## src/rtl/tlcs_mem_pkg.sv

```systemverilog
package tlcs_mem_pkg;

    localparam int ADDR_W = 24;  // cpu byte address
    localparam int DATA_W = 32;  // internal data word
    localparam int BUS_W  = 16;  // ram bus

    // source of store data
    typedef enum logic [1:0] {
        SRC_ALU   = 2'd0,
        SRC_PC    = 2'd1,  // zero-extended
        SRC_SR    = 2'd2,  // zero-extended
        SRC_EXCPY = 2'd3   // saved register copy for EX
    } data_src_e;

    // store length, one-hot
    localparam logic [2:0] LEN_BYTE = 3'b001;
    localparam logic [2:0] LEN_WORD = 3'b010;
    localparam logic [2:0] LEN_LONG = 3'b100;

endpackage

```

## src/rtl/mem_src_sel.sv

```systemverilog
`timescale 1ns/1ps

module mem_src_sel (
    input  logic                               clk,
    input  logic                               rst,
    input  logic                               cen,
    input  logic                               ldram_en,
    input  logic [tlcs_mem_pkg::ADDR_W-1:0]    idx_addr,
    input  logic [tlcs_mem_pkg::ADDR_W-1:0]    xsp,
    input  logic [tlcs_mem_pkg::ADDR_W-1:0]    xde,
    input  logic [tlcs_mem_pkg::ADDR_W-1:0]    xhl,
    input  logic [tlcs_mem_pkg::ADDR_W-1:0]    pc,
    input  logic [15:0]                        op16,
    input  logic [15:0]                        sr,
    input  logic [tlcs_mem_pkg::DATA_W-1:0]    imm,
    input  logic [tlcs_mem_pkg::DATA_W-1:0]    src_out,
    input  logic [tlcs_mem_pkg::DATA_W-1:0]    alu_dout,
    input  logic [1:0]                         regs_we,
    input  logic                               sel_xsp,
    input  logic                               sel_xde,
    input  logic                               sel_xhl,
    input  logic                               sel_op8,
    input  logic                               sel_op16,
    input  logic                               sel_imm,
    input  logic                               rda_imm,
    input  tlcs_mem_pkg::data_src_e            data_sel,
    input  logic                               idx_wr,
    output logic [tlcs_mem_pkg::ADDR_W-1:0]    req_addr,
    output logic [tlcs_mem_pkg::ADDR_W-1:0]    wr_addr,
    output logic [tlcs_mem_pkg::DATA_W-1:0]    wr_data
);
    localparam int AW = tlcs_mem_pkg::ADDR_W;
    localparam int DW = tlcs_mem_pkg::DATA_W;

    logic [15:0] src_cpy;  // source copy for EX

    // read address, operand loads pick their own pointer
    assign req_addr = !ldram_en ? pc :
                      sel_xsp   ? xsp :
                      rda_imm   ? {{(AW-16){1'b0}}, imm[DW-1:16]} :
                      idx_addr;

    assign wr_addr = sel_op8  ? {{(AW-8){1'b0}}, op16[7:0]} :
                     sel_op16 ? {{(AW-16){1'b0}}, op16} :
                     sel_xsp  ? xsp :
                     sel_xde  ? xde :
                     sel_xhl  ? xhl :
                     idx_addr;

    always_comb begin
        unique case (data_sel)
            tlcs_mem_pkg::SRC_ALU: wr_data = alu_dout;
            tlcs_mem_pkg::SRC_PC:  wr_data = {{(DW-AW){1'b0}}, pc};
            tlcs_mem_pkg::SRC_SR:  wr_data = {{(DW-16){1'b0}}, sr};
            default:               wr_data = {{(DW-16){1'b0}}, src_cpy};
        endcase
        if (sel_imm) begin
            wr_data[15:0] = imm[15:0];  // immediate low half
        end
    end

    always_ff @(posedge clk) begin
        if (cen && regs_we != 2'd0) begin
            src_cpy <= src_out[15:0];
        end
    end

    // a store address comes from one pointer at a time
    a_one_wr_sel: assert property (@(posedge clk) disable iff (rst)
        (cen && idx_wr) |-> $onehot0({sel_op8, sel_op16, sel_xsp, sel_xde, sel_xhl}));

endmodule

```

## config.mk

```make
export PLATFORM = sky130hd
export DESIGN_NAME = mem_src_sel
export DESIGN_NICKNAME = d
export VERILOG_FILES = /design/src/rtl/tlcs_mem_pkg.sv /design/src/rtl/mem_src_sel.sv
export SDC_FILE = /design/constraint.sdc
export NUM_CORES = 1
export LEC_CHECK = 0
export BUFFER_PORTS_ARGS = -buffer_cell sky130_fd_sc_hd__buf_2
export CORE_AREA = 10 10 125 127
export DETAILED_ROUTE_END_ITERATION = 12
export DIE_AREA = 0 0 135 137
export GPL_TIMING_DRIVEN = 0
export SYNTH_ARGS = -nofsm -noshare
export SYNTH_HDL_FRONTEND = slang
export SYNTH_SLANG_ARGS = --single-unit
```

## constraint.sdc

```tcl
create_clock -name clk -period 1.9 [get_ports clk]
set_input_delay 0.19 -clock clk [delete_from_list [all_inputs] [get_ports clk]]
set_output_delay 0.19 -clock clk [all_outputs]
set_load 0.01 [all_outputs]
```

==> results.md <==
- The run finished with clean final reports.
- Clock-pin slew was measured on the worst setup and hold paths at 50 ps.
- Synthesis produced a netlist whose cell count is 328.
- Among all flip-flop cells after synthesis, the most frequent one is sky130_fd_sc_hd__edfxtp_1.
- The post-detailed-route DRC marker count is 0.
- In the final routed layout, each cell accounts on average for 22.2 µm.
- In this run, post-CTS hold repair placed 0 buffers.
- The number of nets in the synthesized netlist is 592.
- In this run the horizontal extent of the chip is 135 µm.
- The die extent in y is 137 µm.
- The worst hold margin is 114 ps.
- The portion of the post-synthesis area used by sequential elements is 16.6%.
- In this run, distinct cell masters in the synthesized netlist total 23.
- For the worst setup path, the data arrival time is 1670 ps.
- The path type of the worst min-delay path is input pin to register.
- The maximum clock insertion buffer count is 2.
- The cell sitting at the root of the clock tree is a sky130_fd_sc_hd__clkbuf_16.
- The most common cell after layout, fill and taps aside is sky130_fd_sc_hd__buf_2.
- The fill cell instance count of the final layout is 1428.
- The final layout contains routed wiring with a total length of 18300 µm.
- The synthesized design contains 16 register bits.
- At the end of the flow the core is filled with cells to 36.6%.
- Detailed placement finished with a half-perimeter wire length of 16400 µm.
- Port buffering added 316 buffers.
- IR analysis of the VDD net gives a maximum drop of 0.324 mV.
- The layout net count is 913.
- Once detail routing completed, the nets flagged for antenna violations numbered 0.
- For this configuration, the core starts out at a cell density of 22.1%.
- Max-cap violations in this run came to 0.
- The worst path uses 97.7% of the clock period.
- The post-CTS setup buffer count is 0.
- The critical setup path kind is input pin to output port.
- The region available for standard cell placement spans 13100 µm².
- Traced cell by cell, the critical path runs through buf_2 -> inv_1 -> clkbuf_1 -> o211ai_1 -> a31oi_1 -> buf_2.
- Setup violations remaining at the end of the flow were counted as 0.
- The initial antenna violation count was 4.
- Based on the critical path, the design can be clocked at up to 0.539 GHz.
- The number of gates resized after CTS was 1.
- The total clock buffers created by CTS is 3.
- The mean post-synth cell area is 8.82 µm².
- In the final layout, the registers with the most flip-flops are src_cpy: 16 flops.
- The number of enable-type register cells in the synthesized netlist is 16.
- The number of global-route vias before repair was 4283.
- The combined area of the multi-input logic cells is 2210 µm².
- For this block, the via count after detailed routing is 3973.
- The die covers 18500 µm².
- In this design, the critical path's most frequently occurring cell is sky130_fd_sc_hd__buf_2.
- The number of slew-limit violations in the final report is 0.
- The register ranked first by flip-flop count is src_cpy.
- The level count of the clock H-tree is 1.
- For this design the ratio of total power to cell area is 395 nW/µm².
- The finished layout holds 828 standard cells, fillers aside.
- In this run the tightest slew margin relative to its limit is 51.4%.
- The synthesized cell area is 2890 µm².
- After global routing the overflow that remains totals 0.
- The top cell types in the final layout, fill and taps aside, are sky130_fd_sc_hd__buf_2, sky130_fd_sc_hd__mux2_2, sky130_fd_sc_hd__nand2_1.
- The startpoint identified for the worst hold timing path is src_out[12].
- The instance count along the most critical hold path is 1.
- In this run the count of I/O pins placed on the die edge is 344.
- At the pin with the least slew margin, the transition time is 728 ps.
- The minimum period implied by the final worst setup slack is 1860 ps.
- Entering global routing, the biggest net connects 17 pins.
- The number of flip-flops under the largest register name is 16.
- The cell with the largest stage delay on the worst path is sky130_fd_sc_hd__clkbuf_1.
- From synthesis to final layout, the design area changed by 65.8%.
- Setup repair after global routing left no endpoint under its margin.
- For this run, the slowest stage of the critical path takes 440 ps.
- The startpoint type of the worst setup path is an input pin.
- The area used by sequential logic in the layout is 480 µm².
- Before antenna repair, the detailed router went through 4 iterations.
- For this run, asynchronously set or reset flops after synthesis account for 0%.
- After the first detailed-routing iteration, the DRC count stood at 161.
- STA puts the critical path data required time at 1710 ps.
- In this run the static leakage power is 2.41 nW.
- The tree built by TritonCTS fans out to 16 sinks.
- The vias per cell is 4.80.
- Power comes to 1.89 mW.
- The CTS tree is yes.
- The total track usage is 18.0%.
- During synthesis, Yosys emitted a total of 0 warnings.
- The maximum fanout encountered on the critical timing path is 10.
- The placement row count is 42.
- The critical path starts at sel_xsp.
- The first-pass GRT wire length is 25800 µm.
- The weighted congestion reported at the end of routability-driven placement is 0.899.
- The final hold violation count is 0.
- Counting tap cells, the placed design contains a total of 820 instances.
- STA classifies the critical path endpoint as an output port.
- The fraction of final layout cells sized beyond drive strength 1 is 62.3%.
==> per-stage QoR <==
step	TNS [ps]	area [µm²]	setup slack [ps]
after CTS	0	4770	26.7
final	0	4790	44.0
after detailed placement	-22.2	4690	-22.2
after floorplan	0	2890	466
after global placement	-47.2	4690	-47.2
after global routing	0	4790	3.56
==> cell type report <==
| type | instances | area share, % |
|---|---|---|
| tap | 176 | 4.59 |
| sequential | 16 | 10.0 |
| antenna | 4 | 0.209 |
| clock inverter | 1 | 0.0783 |
| inverter | 9 | 0.705 |
| timing repair buffer | 316 | 33.0 |
| clock buffer | 3 | 1.57 |
| buffer | 34 | 3.81 |
| multi-input combinational | 269 | 46.0 |
==> Yosys cell counts (all sizes together), types with 16 or more instances <==
master | count | area share, %
nor2 | 27 | 3.5
a21oi | 16 | 2.8
buf | 20 | 4.3
o21ai | 16 | 2.8
mux2 | 56 | 22
a31oi | 16 | 3.5
nand2b | 24 | 5.2
edfxtp | 16 | 17
nand2 | 32 | 4.2
mux2i | 24 | 8.3
mux4 | 16 | 13
o211ai | 24 | 6.2
==> worst paths after layout <==
kind,to,slack [ps]
max,wr_addr[7],40
min,src_cpy[12],110
==> power by group <==
part	switching [mW]	leakage (nW)	internal (mW)	total [mW]
Sequential	0.00742	0.153	0.424	0.431
Clock	0.133	0.0386	0.279	0.412
Combinational	0.516	2.22	0.534	1.05
Total	0.656	2.41	1.24	1.89
==> cells by family (layout without fill, tap and decap cells) <==
kind of cell / count (synthesis) / after routing / synth area share, %
other: 0 / 4 / 0
muxes: 96 / 96 / 43.4
and+or+nand+nor: 92 / 92 / 14.8
AOI/OAI and AO/OA: 81 / 81 / 17.9
DFF: 16 / 16 / 16.6
buffers and inverters: 43 / 363 / 7.31
==> worst max-delay path: cells and delay by family <==
kind                   cells  cell delay, ps
buffers and inverters      4             930
AOI/OAI and AO/OA          2             550
==> layer usage <==
metal	GRT usage [%]	up-vias	part of all wire, %
met5	0	-	0
met4	2.63	0	0.56
met3	5.68	6	10
met2	33.6	242	52
met1	19.8	1838	37
li1	-	1887	-
Note: power is estimated with default switching activity, not from simulation.
