$ cat src/rtl/tlcs_mem_pkg.sv
package tlcs_mem_pkg;

    localparam int ADDR_W = 24;  // cpu byte address
    localparam int DATA_W = 32;  // internal data word
    localparam int BUS_W  = 16;  // ram bus

    // source of store data
    typedef enum logic [1:0] {
        SRC_ALU   = 2'd0,
        SRC_PC    = 2'd1,  // zero-extended
        SRC_SR    = 2'd2,  // zero-extended
        SRC_EXCPY = 2'd3   // saved register copy for EX
    } data_src_e;

    // store length, one-hot
    localparam logic [2:0] LEN_BYTE = 3'b001;
    localparam logic [2:0] LEN_WORD = 3'b010;
    localparam logic [2:0] LEN_LONG = 3'b100;

endpackage

$ cat src/rtl/mem_read_window.sv
`timescale 1ns/1ps

module mem_read_window (
    input  logic                               clk,
    input  logic                               rst,
    input  logic                               cen,
    input  logic [tlcs_mem_pkg::ADDR_W-1:0]    req_addr,
    input  logic                               ldram_en,
    input  logic                               wr_busy,
    input  logic [tlcs_mem_pkg::BUS_W-1:0]     ram_dout,
    output logic [tlcs_mem_pkg::ADDR_W-1:0]    rd_addr,
    output logic [tlcs_mem_pkg::DATA_W-1:0]    dout,
    output logic                               ram_rdy
);
    localparam int AW = tlcs_mem_pkg::ADDR_W;
    localparam int DW = tlcs_mem_pkg::DATA_W;

    logic [AW-1:0] base;          // address of window byte 0
    logic [DW-1:0] win;
    logic [3:0]    valid;
    logic [3:0]    pend;          // bytes still to fetch
    logic [AW-1:0] sv_base;       // opcode window kept during a load
    logic [DW-1:0] sv_win;
    logic          sv_ok;
    logic          ld_q;

    logic [AW-1:0] byte_addr [4];
    logic [7:0]    lane_byte [4];
    logic [3:0]    lane_hit;
    logic [AW-1:0] delta;
    logic          ld_rise;
    logic          ld_fall;
    logic          restore;
    logic          fetching;
    logic          miss;
    logic          shift1;
    logic          shift2;
    logic          shift3;

    for (genvar g = 0; g < 4; g++) begin : g_lane
        assign byte_addr[g] = base + AW'(g);
        assign lane_hit[g]  = pend[g] && byte_addr[g][AW-1:1] == rd_addr[AW-1:1];
        assign lane_byte[g] = byte_addr[g][0] ? ram_dout[15:8] : ram_dout[7:0];
    end

    assign delta    = req_addr - base;
    assign ld_rise  = ldram_en && !ld_q;
    assign ld_fall  = !ldram_en && ld_q;
    assign restore  = ld_fall && sv_ok;
    assign fetching = pend != 4'd0;
    assign miss     = (req_addr != base || valid != 4'hf) && !fetching;
    // moves that keep part of the window
    assign shift1   = delta == AW'(1) && &valid[3:1];
    assign shift2   = delta == AW'(2) && &valid[3:2];
    assign shift3   = delta == AW'(3) && valid[3];

    assign ram_rdy = &valid && base == req_addr && !wr_busy;
    assign dout    = win;

    always_ff @(posedge clk or posedge rst) begin
        if (rst) begin
            base    <= '0;
            rd_addr <= '0;
            valid   <= '0;
            pend    <= '0;
            sv_ok   <= 1'b0;
            ld_q    <= 1'b0;
        end else if (cen) begin
            ld_q <= ldram_en;
            if (wr_busy) begin
                valid <= '0;  // ram changed under the window
                pend  <= '0;
                sv_ok <= 1'b0;
            end else begin
                if (ld_rise) begin
                    sv_ok <= &valid;
                end
                if (restore) begin
                    base  <= sv_base;
                    valid <= 4'hf;
                    pend  <= '0;
                end else if (fetching) begin
                    for (int i = 0; i < 4; i++) begin
                        if (lane_hit[i]) begin
                            valid[i] <= 1'b1;
                            pend[i]  <= 1'b0;
                        end
                    end
                    rd_addr <= rd_addr + AW'(2);  // next word
                end else if (miss) begin
                    base <= req_addr;
                    if (shift1) begin
                        valid   <= 4'b0111;
                        pend    <= 4'b1000;
                        rd_addr <= req_addr + AW'(3);
                    end else if (shift2) begin
                        valid   <= 4'b0011;
                        pend    <= 4'b1100;
                        rd_addr <= req_addr + AW'(2);
                    end else if (shift3) begin
                        valid   <= 4'b0001;
                        pend    <= 4'b1110;
                        rd_addr <= req_addr + AW'(1);
                    end else begin
                        valid   <= 4'b0000;  // full refill
                        pend    <= 4'b1111;
                        rd_addr <= req_addr;
                    end
                end
            end
        end
    end

    always_ff @(posedge clk) begin
        if (cen && !wr_busy) begin
            if (ld_rise) begin
                sv_base <= base;
                sv_win  <= win;
            end
            if (restore) begin
                win <= sv_win;
            end else if (fetching) begin
                for (int i = 0; i < 4; i++) begin
                    if (lane_hit[i]) begin
                        win[8*i +: 8] <= lane_byte[i];
                    end
                end
            end else if (miss) begin
                if (shift1) begin
                    win <= {8'd0, win[DW-1:8]};
                end else if (shift2) begin
                    win <= {16'd0, win[DW-1:16]};
                end else if (shift3) begin
                    win <= {24'd0, win[DW-1:24]};
                end
            end
        end
    end

    // a store beat keeps the window closed for the following cycle too
    a_no_rdy_in_wr: assert property (@(posedge clk) disable iff (rst)
        (cen && wr_busy) |-> !ram_rdy ##1 !ram_rdy);

endmodule

$ cat config.mk
export PLATFORM = sky130hd
export DESIGN_NAME = mem_read_window
export DESIGN_NICKNAME = d
export VERILOG_FILES = /design/src/rtl/tlcs_mem_pkg.sv /design/src/rtl/mem_read_window.sv
export SDC_FILE = /design/constraint.sdc
export NUM_CORES = 1
export LEC_CHECK = 0
export ABC_AREA = 1
export BUFFER_PORTS_ARGS = -buffer_cell sky130_fd_sc_hd__buf_2
export CORE_ASPECT_RATIO = 1.4
export CORE_MARGIN = 2
export CORE_UTILIZATION = 35
export CTS_CLUSTER_DIAMETER = 80
export CTS_CLUSTER_SIZE = 10
export DETAILED_ROUTE_END_ITERATION = 10
export PLACE_DENSITY = 0.47
export SETUP_SLACK_MARGIN = 0.1
export SLEW_MARGIN = 20
export SYNTH_ARGS = -nofsm -noshare
export SYNTH_HDL_FRONTEND = slang
export SYNTH_SLANG_ARGS = --single-unit
$ cat constraint.sdc
create_clock -name clk -period 3.82 [get_ports clk]
set_input_delay 0.764 -clock clk [delete_from_list [all_inputs] [get_ports clk]]
set_output_delay 0.764 -clock clk [all_outputs]
set_load 0.02 [all_outputs]
==> summary.md <==
| Metric | Value |
|---|---|
| Cell count of the worst reg-to-reg path | 15 |
| EDFF count, synth | roughly 90 |
| Via count of the first global-routing pass | approximately 13,000 |
| Hold Vio Cnt, Final | 0 |
| Worst path cell trace | clkinvlp_4 -> buf_4 -> nor3_1 -> nand2_1 -> nor2_1 -> nand2_1 -> xnor2_1 -> nor2_1 -> nand4_1 -> nor4_1 -> buf_4 -> nand3_1 -> buf_4 -> a21oi_2 -> buf_4 |
| Clk_skew | between 0.02 and 0.025 ns |
| Initial antenna violation count | 0 |
| Worst Hold Class | flop to flop |
| GR Overflow Total | 0 |
| CORE AREA | 34,660 um2 |
| Crit path from | base[9] |
| CTS tree | done |
| Chip height | around 230 um |
| Netlist cell types | between 50 and 60 |
| Maximum VDD drop | 0.3469 mV |
| Vias/cell | 5.184 |
| Unrepaired setup endpoints after global routing | true |
| Yosys reg bits | 146 |
| Fin crit share | 92.49% |
| Most Frequent Cell on Critical Path | buf_4 |
| Worst setup SP type | flop |
| Prevailing post-synth register cell | edfxtp_1 |
| Slowest CP cell | nor3_1 |
| DR pass1 iterations | 5 |
| Required @ worst endpoint | between 3 and 4 ns |
| Register area share after synthesis | 33.48% |
| Initial Utilization | roughly a third |
| Arr. time, crit path | between 3 and 4 ns |
| Worst-Margin Slew | between 1 and 1.5 ns |
| Cell depth of the worst setup path | 15 |
| Cells after Synth | ~1,800 |
| CP Class | flop to flop |
| Min-delay src | dout[7] |
| Reg2reg end | dout[24] |
| Max Cap Viol | 0 |
| Area of the mapped netlist | around 12,000 um2 |
| Post-Route WL | roughly 50,000 um |
| Root Buffer | clkbuf_16 |
| WP buf/inv | 5 |
| Antenna Cells | 0 |
| Ports | roughly 100 |
| Post-synth ARST share | 39.73% |
| Total GRT Usage | between 20 and 30% |
| Final Wtd Congestion | 0.9611 |
| CP Max Fanout | 8 |
| DRC violations left | 0 |
| CTS Buffer Depth | 2 |
| Power Density | 769.6 nW/um2 |
| Pwr Total | approximately 11 mW |
| Max-slew headroom | between 20% and 30% |
| Area Growth Syn to Fin | 20.56% |
| Crit path capture | dout[24] |
| Syn Nets | about 1,900 |
| Crit path largest cell delay | just under 0.5 ns |
| Commonest non-fill, non-tap cell in the layout | nand2_1 |
| Reg-to-reg startpoint | base[9] |
| Syn avg cell area | ~6.7 um2 |
| Leakage | 6.862 nW |
| Flop2flop setup slack | around 0.29 ns |
| IO Port Bufs | ~100 |
| Worst-Skew Late Latency | between 0.4 and 0.5 ns |
| Setup TNS | 0 ns |
| CP delay by family, top | simple AND/OR/NAND/NOR gates |
| Fin nets | roughly 2,100 |
| Status | completed |
| Yosys warns | 0 |
| Die area | roughly 36,000 um2 |
| Core Rows | between 80 and 90 |
| Fin area | between 10,000 and 15,000 um2 |
| CTS clk-pin slew, worst paths | approximately 0.07 ns |
| Pin count of the biggest net entering global routing | 59 |
| Clock Sinks | around 150 |
| CTS HTree Levels | 4 |
| DP HPWL | 41,820 um |
| Final Critical Period | around 3.5 ns |
| Vias | roughly 13,000 |
| Die width | about 160 um |
| Placed cell area | approximately 14,000 um2 |
| Core Util, Final | between 40% and 50% |
| WL/cell | just over 20 um |
| Highest-count cells in the layout ignoring fill and taps | nand2_1, inv_1, nor2_1 |
| Crit end category | flop |
| Final setup viols | 0 |
| First-pass GRT wire length | roughly 76,000 um |
| Total CTS buffers | 17 |
| Max Freq | 283.0 MHz |
| DR iter-0 viols | 942 |
| Share of layout cells above drive strength 1 | roughly 17% |
| Post-CTS Hold Fix Bufs | 0 |
| Post-route ant nets | 0 |
| Slew Limit Fails | 0 |
==> cell usage after synthesis, types with 2 or more instances <==
| cell type | count | area share [%] |
|---|---|---|
| o21bai_1 | 2 | 0.12 |
| o21ai_2 | 5 | 0.36 |
| a221oi_1 | 2 | 0.14 |
| or2_2 | 9 | 0.46 |
| nor4_1 | 18 | 0.92 |
| nor2_1 | 184 | 5.6 |
| a21boi_0 | 2 | 0.12 |
| a21oi_2 | 2 | 0.14 |
| o31ai_1 | 3 | 0.18 |
| nand2_1 | 519 | 16 |
| nor2_2 | 17 | 0.87 |
| clkbuf_1 | 29 | 0.89 |
| buf_1 | 3 | 0.092 |
| dfrtp_1 | 58 | 12 |
| nand3_1 | 142 | 5.8 |
| edfxtp_1 | 88 | 22 |
| o211ai_1 | 33 | 2.0 |
| a21oi_1 | 83 | 3.4 |
| ha_1 | 32 | 3.3 |
| o22ai_1 | 5 | 0.26 |
| a211oi_1 | 2 | 0.12 |
| buf_2 | 7 | 0.29 |
| xnor2_1 | 14 | 1.0 |
| a31oi_1 | 12 | 0.61 |
| inv_2 | 8 | 0.25 |
| buf_6 | 6 | 0.55 |
| xor2_1 | 55 | 3.9 |
| dlygate4sd1_1 | 2 | 0.14 |
| nand2_2 | 14 | 0.72 |
| nand3_2 | 3 | 0.25 |
| nor3_1 | 46 | 1.9 |
| a22oi_1 | 2 | 0.12 |
| o21ai_0 | 90 | 3.7 |
| buf_4 | 2 | 0.12 |
| o21ai_1 | 8 | 0.33 |
| nand3_4 | 2 | 0.29 |
| inv_1 | 259 | 8.0 |
| o2111ai_1 | 3 | 0.21 |
| nand4_1 | 35 | 1.8 |
| nand3b_1 | 6 | 0.37 |
==> power breakdown <==
| part | internal, mW | switching, mW |
|---|---|---|
| clock | 0.969 | 0.747 |
| sequential | 2.19 | 0.520 |
| combinational | 2.28 | 4.64 |
==> layout make-up <==
cell class                 instances  area (um2)
multi-input combinational       1361        6944
tap                              456       570.5
timing repair buffer             221        1519
inverter                         269        1023
clock buffer                      18       429.2
fill                            3704       19920
clock inverter                    14       152.6
sequential                       146        4103
==> worst min path at each step <==
stage / endpoint / slack, ns / depth (start not counted)
after detailed placement: sv_win[1] / 0.43 / 0
after floorplan: valid[1] / 0.45 / 2
after global placement: sv_win[0] / 0.43 / 0
after CTS: sv_win[7] / 0.45 / 0
after global routing: sv_win[1] / 0.46 / 0
final: sv_win[7] / 0.45 / 0
==> timing repair <==
| action | 4_1_cts | 5_1_grt |
|---|---|---|
| setup buffers | 0 | 5 |
| setup endpoints to repair | 0 | 77 |
| gates resized for setup | 0 | 27 |
==> routing by layer <==
metal	routed length (um)	vias up	GRT usage (%)
li1	-	6351	-
met5	0	-	0
met4	3079	0	15.07
met3	2036	116	3.312
met1	19540	6038	31.46
met2	26140	376	52.02
==> worst register-to-register path, stage by stage (launching register included) <==
cell and delay [ns]:
dfrtp_2 0.41, clkinvlp_4 0.22, buf_4 0.21, nor3_1 0.49
nand2_1 0.26, nor2_1 0.22, nand2_1 0.09, xnor2_1 0.13
nor2_1 0.14, nand4_1 0.10, nor4_1 0.21, buf_4 0.17
nand3_1 0.07, buf_4 0.20, a21oi_2 0.13, buf_4 0.19
==> flip-flops by register name, indices dropped and copies added (netlist names) <==
signal	cells
dout	32
pend	4
sv_base	24
rd_addr	24
sv_win	32
ld_q	1
valid	4
sv_ok	1
base	24
==> kinds of logic (layout without fill, tap and decap cells) <==
family	count (synthesis)	count (layout)	share of synthesized area (%)
buffers and inverters	319	522	10.54
XOR/XNOR	69	69	4.942
AO/OA/AOI/OAI	257	257	12.07
AND/OR/NAND/NOR	1002	1002	35.53
adder cells (fa/ha/maj)	33	33	3.438
flip-flops	146	146	33.48
==> per-stage QoR <==
stage | cells | hold WS (ns) | worst slack [ns]
2_1_floorplan | 1826 | 0.4534 | 0.1339
3_3_place_gp | 2448 | 0.4325 | 0.0002633
3_5_place_dp | 2448 | 0.4318 | -0.1131
4_1_cts | 2480 | 0.4490 | 0.1184
5_1_grt | 2485 | 0.4632 | 0.09942
6_report | 2485 | 0.4462 | 0.2869
No activity file was read; power rests on OpenSTA's default activity.
