File: src/rtl/tlcs_mem_pkg.sv
package tlcs_mem_pkg;

    localparam int ADDR_W = 24;  // cpu byte address
    localparam int DATA_W = 32;  // internal data word
    localparam int BUS_W  = 16;  // ram bus

    // source of store data
    typedef enum logic [1:0] {
        SRC_ALU   = 2'd0,
        SRC_PC    = 2'd1,  // zero-extended
        SRC_SR    = 2'd2,  // zero-extended
        SRC_EXCPY = 2'd3   // saved register copy for EX
    } data_src_e;

    // store length, one-hot
    localparam logic [2:0] LEN_BYTE = 3'b001;
    localparam logic [2:0] LEN_WORD = 3'b010;
    localparam logic [2:0] LEN_LONG = 3'b100;

endpackage

File: src/rtl/mem_write_split.sv
`timescale 1ns/1ps

module mem_write_split (
    input  logic                               clk,
    input  logic                               rst,
    input  logic                               cen,
    input  logic                               idx_wr,
    input  logic [2:0]                         len,
    input  logic [tlcs_mem_pkg::ADDR_W-1:0]    wr_addr,
    input  logic [tlcs_mem_pkg::DATA_W-1:0]    wr_data,
    output logic [tlcs_mem_pkg::ADDR_W-1:0]    wr_addr_out,
    output logic [tlcs_mem_pkg::BUS_W-1:0]     ram_din,
    output logic [1:0]                         ram_we,
    output logic                               wr_busy,
    output logic                               wr_active
);
    localparam int AW = tlcs_mem_pkg::ADDR_W;
    localparam int DW = tlcs_mem_pkg::DATA_W;

    logic [1:0]    beat;      // beats left after the current one
    logic [AW-1:0] cur_addr;
    logic [DW-1:8] data_q;    // low byte always goes out on the first beat
    logic          odd_q;
    logic          long_q;
    logic          first;
    logic          is_word;
    logic          is_long;

    assign is_word     = len == tlcs_mem_pkg::LEN_WORD;
    assign is_long     = len == tlcs_mem_pkg::LEN_LONG;
    assign first       = idx_wr && beat == 2'd0;
    assign wr_active   = beat != 2'd0;
    assign wr_addr_out = cur_addr;

    always_ff @(posedge clk or posedge rst) begin
        if (rst) begin
            beat     <= '0;
            cur_addr <= '0;
            ram_din  <= '0;
            ram_we   <= '0;
            wr_busy  <= 1'b0;
            odd_q    <= 1'b0;
            long_q   <= 1'b0;
        end else if (cen) begin
            ram_we  <= 2'b00;
            wr_busy <= 1'b0;
            if (first) begin
                cur_addr <= wr_addr;
                odd_q    <= wr_addr[0];
                long_q   <= is_long;
                wr_busy  <= 1'b1;
                if (len == tlcs_mem_pkg::LEN_BYTE) begin
                    ram_din <= {2{wr_data[7:0]}};
                    ram_we  <= {wr_addr[0], ~wr_addr[0]};  // lane by address bit 0
                end else if (wr_addr[0]) begin
                    ram_din <= {2{wr_data[7:0]}};  // low byte on the high lane
                    ram_we  <= 2'b10;
                end else begin
                    ram_din <= wr_data[15:0];
                    ram_we  <= 2'b11;
                end
                if (is_long) begin
                    beat <= wr_addr[0] ? 2'd2 : 2'd1;
                end else begin
                    beat <= (is_word && wr_addr[0]) ? 2'd1 : 2'd0;
                end
            end else if (wr_active) begin
                cur_addr <= cur_addr + AW'(2);
                wr_busy  <= 1'b1;
                beat     <= beat - 2'd1;
                if (!odd_q) begin
                    ram_din <= data_q[31:16];  // even long, upper half
                    ram_we  <= 2'b11;
                end else if (long_q && beat == 2'd2) begin
                    ram_din <= data_q[23:8];
                    ram_we  <= 2'b11;
                end else if (long_q) begin
                    ram_din <= {2{data_q[31:24]}};
                    ram_we  <= 2'b01;
                end else begin
                    ram_din <= {2{data_q[15:8]}};  // odd word tail
                    ram_we  <= 2'b01;
                end
            end
        end
    end

    // store data is held here for the later beats
    always_ff @(posedge clk) begin
        if (cen && first) begin
            data_q <= wr_data[DW-1:8];
        end
    end

    a_len_onehot: assert property (@(posedge clk) disable iff (rst)
        (cen && idx_wr) |-> $onehot(len));

    a_no_overlap: assert property (@(posedge clk) disable iff (rst)
        (cen && idx_wr) |-> !wr_active);

endmodule

File: config.mk
export PLATFORM = sky130hd
export DESIGN_NAME = mem_write_split
export DESIGN_NICKNAME = d
export VERILOG_FILES = /design/src/rtl/tlcs_mem_pkg.sv /design/src/rtl/mem_write_split.sv
export SDC_FILE = /design/constraint.sdc
export NUM_CORES = 1
export LEC_CHECK = 0
export ABC_AREA = 0
export BUFFER_PORTS_ARGS = -buffer_cell sky130_fd_sc_hd__clkbuf_2
export CELL_PAD_IN_SITES_DETAIL_PLACEMENT = 1
export CELL_PAD_IN_SITES_GLOBAL_PLACEMENT = 2
export CORE_UTILIZATION = 29
export DETAILED_ROUTE_END_ITERATION = 12
export HOLD_SLACK_MARGIN = 0.03
export MAX_ROUTING_LAYER = met4
export PLACE_DENSITY_LB_ADDON = 0.1
export SLEW_MARGIN = 5
export SYNTH_ARGS = -nofsm -noshare
export SYNTH_HDL_FRONTEND = slang
export SYNTH_SLANG_ARGS = --single-unit
File: constraint.sdc
create_clock -name clk -period 1.8 [get_ports clk]
set_input_delay 0.36 -clock clk [delete_from_list [all_inputs] [get_ports clk]]
set_output_delay 0.36 -clock clk [all_outputs]
set_load 0.1 [all_outputs]
==> results.yml, run 1 <==
layout:
  areaGrowthSynthToFinish_pct: 37.4
  final_nets: 579
  drive_gt1_share_pct: 40.0
  fin_util_pct: 41.2
  diodes: 0
cts:
  clkSlewWorstSetupHoldPaths_ns: 0.07
  clock_path_buffers: 2
  cts_hold_buf: 0
  post_cts.repair.setup_buffers: 0
  cts_root_buf: "clkbuf_16"
  htreeDepth: 3
  cts_made_buffers: 9
  clock-sinks: 71
  insertion_delay_ns: 0.35
  cts_tree: "built"
critical_path:
  crit_path_end_kind: "primary output"
  critical_path_class: "reg2out"
  cp.arrival_ns: 1.39
  crit_path_max_fanout: 7
  start_kind: "flip-flop"
  reg2reg_to: "ram_din[9]"
  required_ns: 1.44
  rrSetupSlack_ns: 0.12
  r2r_cells: 7
  r2r_start: "beat[0]"
synthesis:
  synth-seq-cells: 71
  ys_types: 56
  synth_edf_count: 24
  synth_async_sr_flop_share_pct: 66.2
  syn_area_um2: 3830
  synth.largest_area_cell: "dfrtp_1"
  yosys-top-cells-area: "dfrtp_1, edfxtp_1, a21oi_1, nor2_1, mux2i_1"
  synth.avg_cell_area_um2: 10.0
  yosysSeqAreaShare_pct: 49.5
  yosysTopAreaCellShare_pct: 30.7
  synth_top_cells_by_count: "dfrtp_1, a21oi_1, nor2_1"
  synth-main-ff-cell: "dfrtp_1"
  yosys.cell_count.top_type: "dfrtp_1"
  synth_fp_nets: 448
  synthCells: 382
  ys_warn_count: 0
die:
  initial_utilization_pct: 30.0
  num_rows: 41
  fp.dieH_um: 117
  die_area_um2: 13700
  ios: 107
  dieWidth_um: 117
  core_um2: 12800
hold_path:
  hold_class: "in2async"
detailed_routing:
  wirelength_um: 13300
  first_pass_iters: 4
  drt_iter0_drc: 209
  post-route-drc-count: 0
  vias: 3633
  wl_per_cell_um: 19.3
  antenna_left: 0
  via_per_inst: 5.27
global_route:
  grt_max_degree: 25
  grt_use_total_pct: 21.5
  grt_pass1_vias: 3818
  grt_remaining_overflow: 0
  antenna_found_initial: 0
  grt_pass1_wl_um: 20900
placed_design:
  dp.final_hpwl_um: 9770
  routabilityCongestion: 0.820
  port_buffers: 106
sta:
  layout_min_cycle_time_ns: 1.75
  slew_violations: 0
  setup_violations: 0
  hold_viol: 0
  clock.fmax_mhz: 572
  rsz0062_at_grt: "no"
  max_slew_margin_pct: 62.8
  worstMarginPinSlew_ns: 0.561
  finClkSkew_ns: 0.0106
  post-route-period-util_pct: 97.1
flow_run:
  drv_cap: 0
outcome:
  status: "complete, no violations"
==> repair_timing <==
item                       CTS  global route
setup endpoints to repair    2             4
pin swaps                    0             1
gates resized for setup      6             4
gates cloned                 0             0
==> cells by family (layout without fill, tap and decap cells) <==
kind of cell               Yosys count  after routing  synth area share, %
AOI/OAI and AO/OA                  124            124                 21.9
adders and majority gates            3              3                0.980
buffers and inverters               37            173                 3.85
DFF                                 71             71                 49.5
muxes                               18             18                 4.97
and+or+nand+nor                    129            129                 18.8
==> flip-flops by register name, summed over array words and instances, names as in the netlist <==
signal,count
long_q,1
beat,2
ram_we,2
data_q,24
ram_din,16
odd_q,1
wr_addr_out,24
wr_busy,1
==> metal layers <==
layer  GRT usage (%)  share of wire (%)  vias to the layer above  wire length [um]
met1            28.6                 49                     1817              6460
met5               -                  0                        -                 0
li1                -                  -                     1731                 -
met4            5.23               0.68                        0                90
met3            4.94                4.5                        9               593
met2            33.0                 46                       76              6170
==> final cells by class <==
class                   instances  area [um^2]
inverters                      10         40.0
clock buffers                   9          225
repair buffers                147          952
flip-flops and latches         71         1950
fillers                      1463         7510
multi-input cells             274         1800
well taps                     172          215
clock inverters                 7         78.8
==> worst max-delay path: stages (launching register included) <==
cell     delay, ns
dfrtp_1       0.40
inv_2         0.09
ha_4          0.19
inv_4         0.07
buf_6         0.14
buf_12        0.16
==> per-stage QoR <==
step | cell area [um^2] | setup TNS, ns | std cells | setup slack, ns | hold slack, ns
after global routing | 5260 | 0 | 690 | 0.00787 | 0.0551
after CTS | 5250 | 0 | 690 | 0.0336 | 0.0343
after detailed placement | 4930 | 0 | 674 | 0.00848 | 0.407
final | 5260 | 0 | 690 | 0.0522 | 0.0235
after floorplan | 3890 | -0.204 | 382 | -0.204 | 0.459
after global placement | 4930 | 0 | 674 | 0.112 | 0.393
==> worst max path at each step <==
| stage | slack [ns] | cells past startpoint | end | start |
|---|---|---|---|---|
| final | 0.05 | 5 | wr_active | beat[1] |
| after global routing | 0.008 | 5 | wr_active | beat[1] |
| after CTS | 0.03 | 5 | wr_active | beat[1] |
| after detailed placement | 0.008 | 7 | beat[1] | beat[0] |
| after global placement | 0.11 | 6 | wr_addr_out[16] | beat[0] |
| after floorplan | -0.20 | 5 | wr_addr_out[23] | wr_addr_out[2] |
==> layout by cell type, fill, tap and decap left out, types with 4 or more instances in the layout <==
cell type	count
clkbuf_2	105
a21oi_1	39
nor2_1	35
buf_4	31
dfrtp_1	28
nand2_1	26
edfxtp_1	24
o21ai_0	20
nand4_1	15
mux2i_1	10
dfrtp_4	10
clkbuf_16	9
dfrtp_2	9
a211o_1	8
mux2_2	8
nand3b_1	8
o221ai_1	8
a221o_1	8
buf_12	8
and3_1	7
and4_1	6
inv_2	5
nor2b_1	4
inv_1	4
o32ai_1	4
nand3_1	4
o22ai_1	4
a31oi_1	4
nor3_1	4
inv_6	4
Power of run 1 is not shown: default switching activity piles up to over one toggle a cycle in this logic, so the estimate is an artifact.
==> run 2, diff against run 1 <==
SETUP_SLACK_MARGIN = 0.1   (was not set)
==> run 2 against run 1 <==
Cell count increased by 1.2%. First-iteration DRC count decreased by 17%. Sequential share of layout area decreased by 1.7 points. Routed wire length increased by 2.0%. Critical path depth unchanged. Sequential cell count unchanged. Die area unchanged. Global-route usage decreased by 0.52 points. Clock-buffer cell count increased by 1. Hold slack improved by 0.17 ns. Via count increased by 1.8%. Clock skew decreased by 0.0055 ns.
==> results.yml, run 2 (synthesis gave the netlist of run 1 again) <==
outcome:
  status: "complete, no violations"
global_route:
  grt_pass1_wl_um: 20700
  grt_pass1_vias: 3837
  grt_max_degree: 28
  antenna_found_initial: 0
  grt_use_total_pct: 20.9
  grt_remaining_overflow: 0
cts:
  clock_path_buffers: 2
  clkSlewWorstSetupHoldPaths_ns: 0.06
  clock-sinks: 71
  cts_tree: "built"
  cts_made_buffers: 9
  htreeDepth: 3
  insertion_delay_ns: 0.34
  cts_root_buf: "clkbuf_16"
die:
  num_rows: 41
  dieWidth_um: 117
  die_area_um2: 13700
  ios: 107
  core_um2: 12800
  fp.dieH_um: 117
  initial_utilization_pct: 30.0
detailed_routing:
  drt_iter0_drc: 174
  vias: 3700
  first_pass_iters: 4
  wl_per_cell_um: 19.5
  wirelength_um: 13600
  antenna_left: 0
  post-route-drc-count: 0
  via_per_inst: 5.30
layout:
  layout_commonest_cell: "clkbuf_2"
  areaGrowthSynthToFinish_pct: 45.1
  multi_input_area_um2: 1970
  drive_gt1_share_pct: 45.2
  final_area_um2: 5560
  diodes: 0
  mostFrequentLayoutCells: "clkbuf_2, a21oi_1, nor2_1, buf_4, dfrtp_1"
  final_nets: 587
  num-fill-cells: 1429
  fin_util_pct: 43.5
  regArea_um2: 1960
critical_path:
  r2r_cells: 6
  r2r_start: "beat[0]"
  reg2reg_to: "wr_addr_out[14]"
  start_kind: "flip-flop"
  crit_path_end_kind: "primary output"
  crit_path_max_fanout: 4
  critical_path_class: "reg2out"
  cp.arrival_ns: 1.36
  crit_start: "beat[0]"
  rrSetupSlack_ns: 0.14
  required_ns: 1.44
sta:
  setup_violations: 0
  worstMarginPinSlew_ns: 0.569
  layout_min_cycle_time_ns: 1.72
  slew_violations: 0
  max_slew_margin_pct: 62.2
  clock.fmax_mhz: 582
  finClkSkew_ns: 0.00509
  hold_viol: 0
  post-route-period-util_pct: 95.5
  fin_setup_tns_ns: 0
  rsz0062_at_grt: "yes"
power_and_ir_drop:
  peakVddDrop_v: 0.00121
  power.leakage_nw: 2.30
  sw_frac_of_total_pct: 55.8
  power_density_nw_per_um2: 2170
  p_seq_share_pct: 25.0
  power.share.clock_pct: 15.5
  p_comb_share_pct: 59.5
  power_switching_mw: 6.73
  total_power_mw: 12.1
  internal_power_mw: 5.34
hold_path:
  hold_class: "in2reg"
  min_from: "wr_data[17]"
  hold_end: "data_q[17]"
  worstHoldPathCells: 1
flow_run:
  drv_cap: 0
placed_design:
  routabilityCongestion: 0.813
  dp.final_hpwl_um: 9460
  port_buffers: 106
  place_area_um2: 4920
run 2: cell count changes in the layout (fill, tap and decap cells not counted), sizes merged:
cell,change
buf,+6
clkbuf,+2
clkinv,-1
clkinvlp,+3
dlygate4sd3,+1
inv,-3
run 2: stage by stage:
stage | hold WS (ns) | setup WS (ns) | instances
finish | 0.190 | 0.0808 | 698
global route | 0.176 | 0.0215 | 698
CTS | 0.176 | 0.0580 | 690
detailed placement | 0.335 | 0.0121 | 666
global placement | 0.331 | 0.0821 | 666
floorplan | 0.459 | 0.00351 | 382
run 2: timing repair:
| action | CTS | global route |
|---|---|---|
| gates cloned | 0 | 2 |
| endpoints found under the hold margin | 11 | 0 |
| hold buffers | 1 | 0 |
| setup endpoints to repair | 49 | 33 |
| pin swaps | 3 | 5 |
| buffers inserted | 7 | 6 |
| resized for setup | 10 | 29 |
run 2: layout make-up:
cell class	instances	share of cell area, %
clock buffers	10	4.30
multi-input cells	274	35.5
inverters	10	0.833
repair buffers	155	19.0
well taps	172	3.87
clock inverters	6	1.22
flip-flops and latches	71	35.3
run 2: critical path, stage by stage (launching register included):
cell	delay, ns
dfrtp_1	0.40
inv_2	0.08
ha_4	0.15
clkinvlp_4	0.09
buf_6	0.13
buf_12	0.16
run 2: worst max-delay path by stage:
stage	to	slack [ns]
after floorplan	wr_addr_out[23]	0.004
after global placement	ram_din[14]	0.08
after detailed placement	wr_addr_out[20]	0.01
after CTS	wr_active	0.06
after global routing	wr_active	0.02
final	wr_active	0.08
run 2: power by group through the flow:
stage               Combinational [mW]  Sequential [mW]  Clock, mW
floorplan                         2.10             6.05          0
global route                      7.63             3.10       1.95
finish                            7.18             3.02       1.86
detailed placement                6.74             3.02          0
CTS                               6.95             3.01       1.92
global placement                  6.67             3.00          0
run 2: routing by layer:
metal / global-route usage [%] / vias to the layer above / part of all wire (%)
met5: - / - / 0
met4: 5.57 / 0 / 1.6
met3: 4.69 / 16 / 4.0
met2: 35.7 / 84 / 51
met1: 25.0 / 1852 / 44
li1: - / 1748 / -
Power figures use the tool's default switching activity.
==> run 3, diff against run 2 <==
CAP_MARGIN = 20   (was not set)
CORE_MARGIN = 5   (was not set)
==> run 3 against run 2 <==
Cell count increased by 0.43%. Total power increased by 1.4%. Setup slack got worse by 0.033 ns. Critical endpoint unchanged.
==> results.yml, run 3 (synthesis gave the netlist of run 1 again) <==
power_and_ir_drop:
  power.leakage_nw: 2.31
  sw_frac_of_total_pct: 55.0
  internal_power_mw: 5.51
  power_density_nw_per_um2: 2190
  p_comb_share_pct: 59.6
  power_switching_mw: 6.72
  p_seq_share_pct: 24.5
  power.share.clock_pct: 15.9
  peakVddDrop_v: 0.00109
detailed_routing:
  via_per_inst: 5.22
  antenna_left: 0
  wl_per_cell_um: 20.0
  first_pass_iters: 4
  drt_iter0_drc: 181
  vias: 3656
  post-route-drc-count: 0
  wirelength_um: 14000
layout:
  final_nets: 586
  diodes: 0
  regArea_um2: 1960
  areaGrowthSynthToFinish_pct: 45.7
  drive_gt1_share_pct: 45.5
  mostFrequentLayoutCells: "clkbuf_2, nor2_1, buf_4, a21oi_1, dfrtp_1"
  num-fill-cells: 1491
  stdcell_count: 701
  layout_commonest_cell: "clkbuf_2"
  final_area_um2: 5580
  multi_input_area_um2: 1980
global_route:
  grt_remaining_overflow: 0
  grt_max_degree: 48
  grt_pass1_vias: 4044
  antenna_found_initial: 0
  grt_use_total_pct: 18.4
  grt_pass1_wl_um: 22200
critical_path:
  crit_start: "beat[1]"
  path_cells: "inv_2, ha_4, clkinvlp_4, buf_6, buf_12"
  required_ns: 1.44
  r2r_cells: 8
  critical-path-max-stage-delay_ns: 0.38
  cp_num_buf_inv: 4
  crit_cells: 5
  crit_path_max_fanout: 2
  crit_path_end: "wr_active"
  cp_slowest_cell: "dfrtp_1"
  crit_path_end_kind: "primary output"
  cp_top_family: "buffers and inverters"
  reg2reg_to: "wr_addr_out[19]"
  critical_path_class: "reg2out"
  r2r_start: "beat[1]"
  start_kind: "flip-flop"
  cp.arrival_ns: 1.39
  rrSetupSlack_ns: 0.14
placed_design:
  place_area_um2: 4930
  port_buffers: 106
  dp.final_hpwl_um: 9920
  place_inst: 672
  routabilityCongestion: 0.891
cts:
  cts_root_buf: "clkbuf_16"
  clock-sinks: 71
  cts_made_buffers: 9
  clock_path_buffers: 2
  insertion_delay_ns: 0.34
  cts_tree: "built"
  cts_hold_buf: 0
  htreeDepth: 3
  clkSlewWorstSetupHoldPaths_ns: 0.06
outcome:
  status: "complete, no violations"
sta:
  max_slew_margin_pct: 62.3
  finClkSkew_ns: 0.00776
  post-route-period-util_pct: 97.4
  hold_viol: 0
  clock.fmax_mhz: 571
  worstMarginPinSlew_ns: 0.568
  layout_min_cycle_time_ns: 1.75
  setup_violations: 0
  rsz0062_at_grt: "yes"
  slew_violations: 0
  hold_slack_ns: 0.0331
die:
  dieWidth_um: 125
  core_um2: 13100
  fp.dieH_um: 125
  ios: 107
  num_rows: 42
  initial_utilization_pct: 29.3
  die_area_um2: 15600
hold_path:
  hold_class: "in2async"
flow_run:
  drv_cap: 0
==> run 3: cell type report <==
class / count / area share, %
inverter: 10 / 0.830
tap: 176 / 3.95
multi-input combinational: 274 / 35.5
timing repair buffer: 154 / 18.7
clock inverter: 2 / 0.673
clock buffer: 14 / 5.11
sequential: 71 / 35.2
==> run 3: tightest hold or removal path: stages <==
cell	delay, ns
clkbuf_2	0.09
inv_2	0.06
buf_12	0.25
==> run 3: what timing repair did <==
| action | in CTS | in global routing |
|---|---|---|
| gates resized for setup | 11 | 38 |
| endpoints found under the setup margin | 14 | 65 |
| pin swaps | 4 | 11 |
| setup buffers | 6 | 6 |
| gates cloned | 0 | 1 |
==> run 3: through the flow <==
step           total power, mW  TNS, ns  utilization (%)  worst slack (ns)
3_3_place_gp              9.73        0             37.7            0.0278
5_1_grt                   12.8  -0.0205             42.6           -0.0205
4_1_cts                   12.0        0             40.9            0.0447
6_report                  12.2        0             42.6            0.0477
3_5_place_dp              9.81  -0.0832             37.7           -0.0160
2_1_floorplan             8.15        0                -           0.00351
==> run 3: power by group through the flow <==
stage	Clock, mW	Combinational, mW	Sequential (mW)
floorplan	0	2.10	6.05
global placement	0	6.74	2.99
detailed placement	0	6.80	3.01
CTS	1.99	7.05	2.99
global route	2.05	7.69	3.10
finish	1.94	7.29	2.99
==> run 3: how the worst min path moves through the flow <==
| stage | start | to | slack [ns] | cells past startpoint |
|---|---|---|---|---|
| after global routing | rst | ram_din[13] | 0.08 | 3 |
| after floorplan | wr_data[10] | data_q[10] | 0.46 | 0 |
| final | rst | ram_din[0] | 0.03 | 3 |
| after CTS | rst | wr_busy | 0.06 | 3 |
| after detailed placement | rst | ram_din[2] | 0.43 | 3 |
| after global placement | rst | ram_din[0] | 0.42 | 3 |
==> run 3: layer usage <==
layer	global-route usage (%)	up-vias	routed length [um]
met5	-	-	0
met1	22.4	1811	6360
met3	3.17	18	478
met2	31.0	78	6960
li1	-	1749	-
met4	6.12	0	246
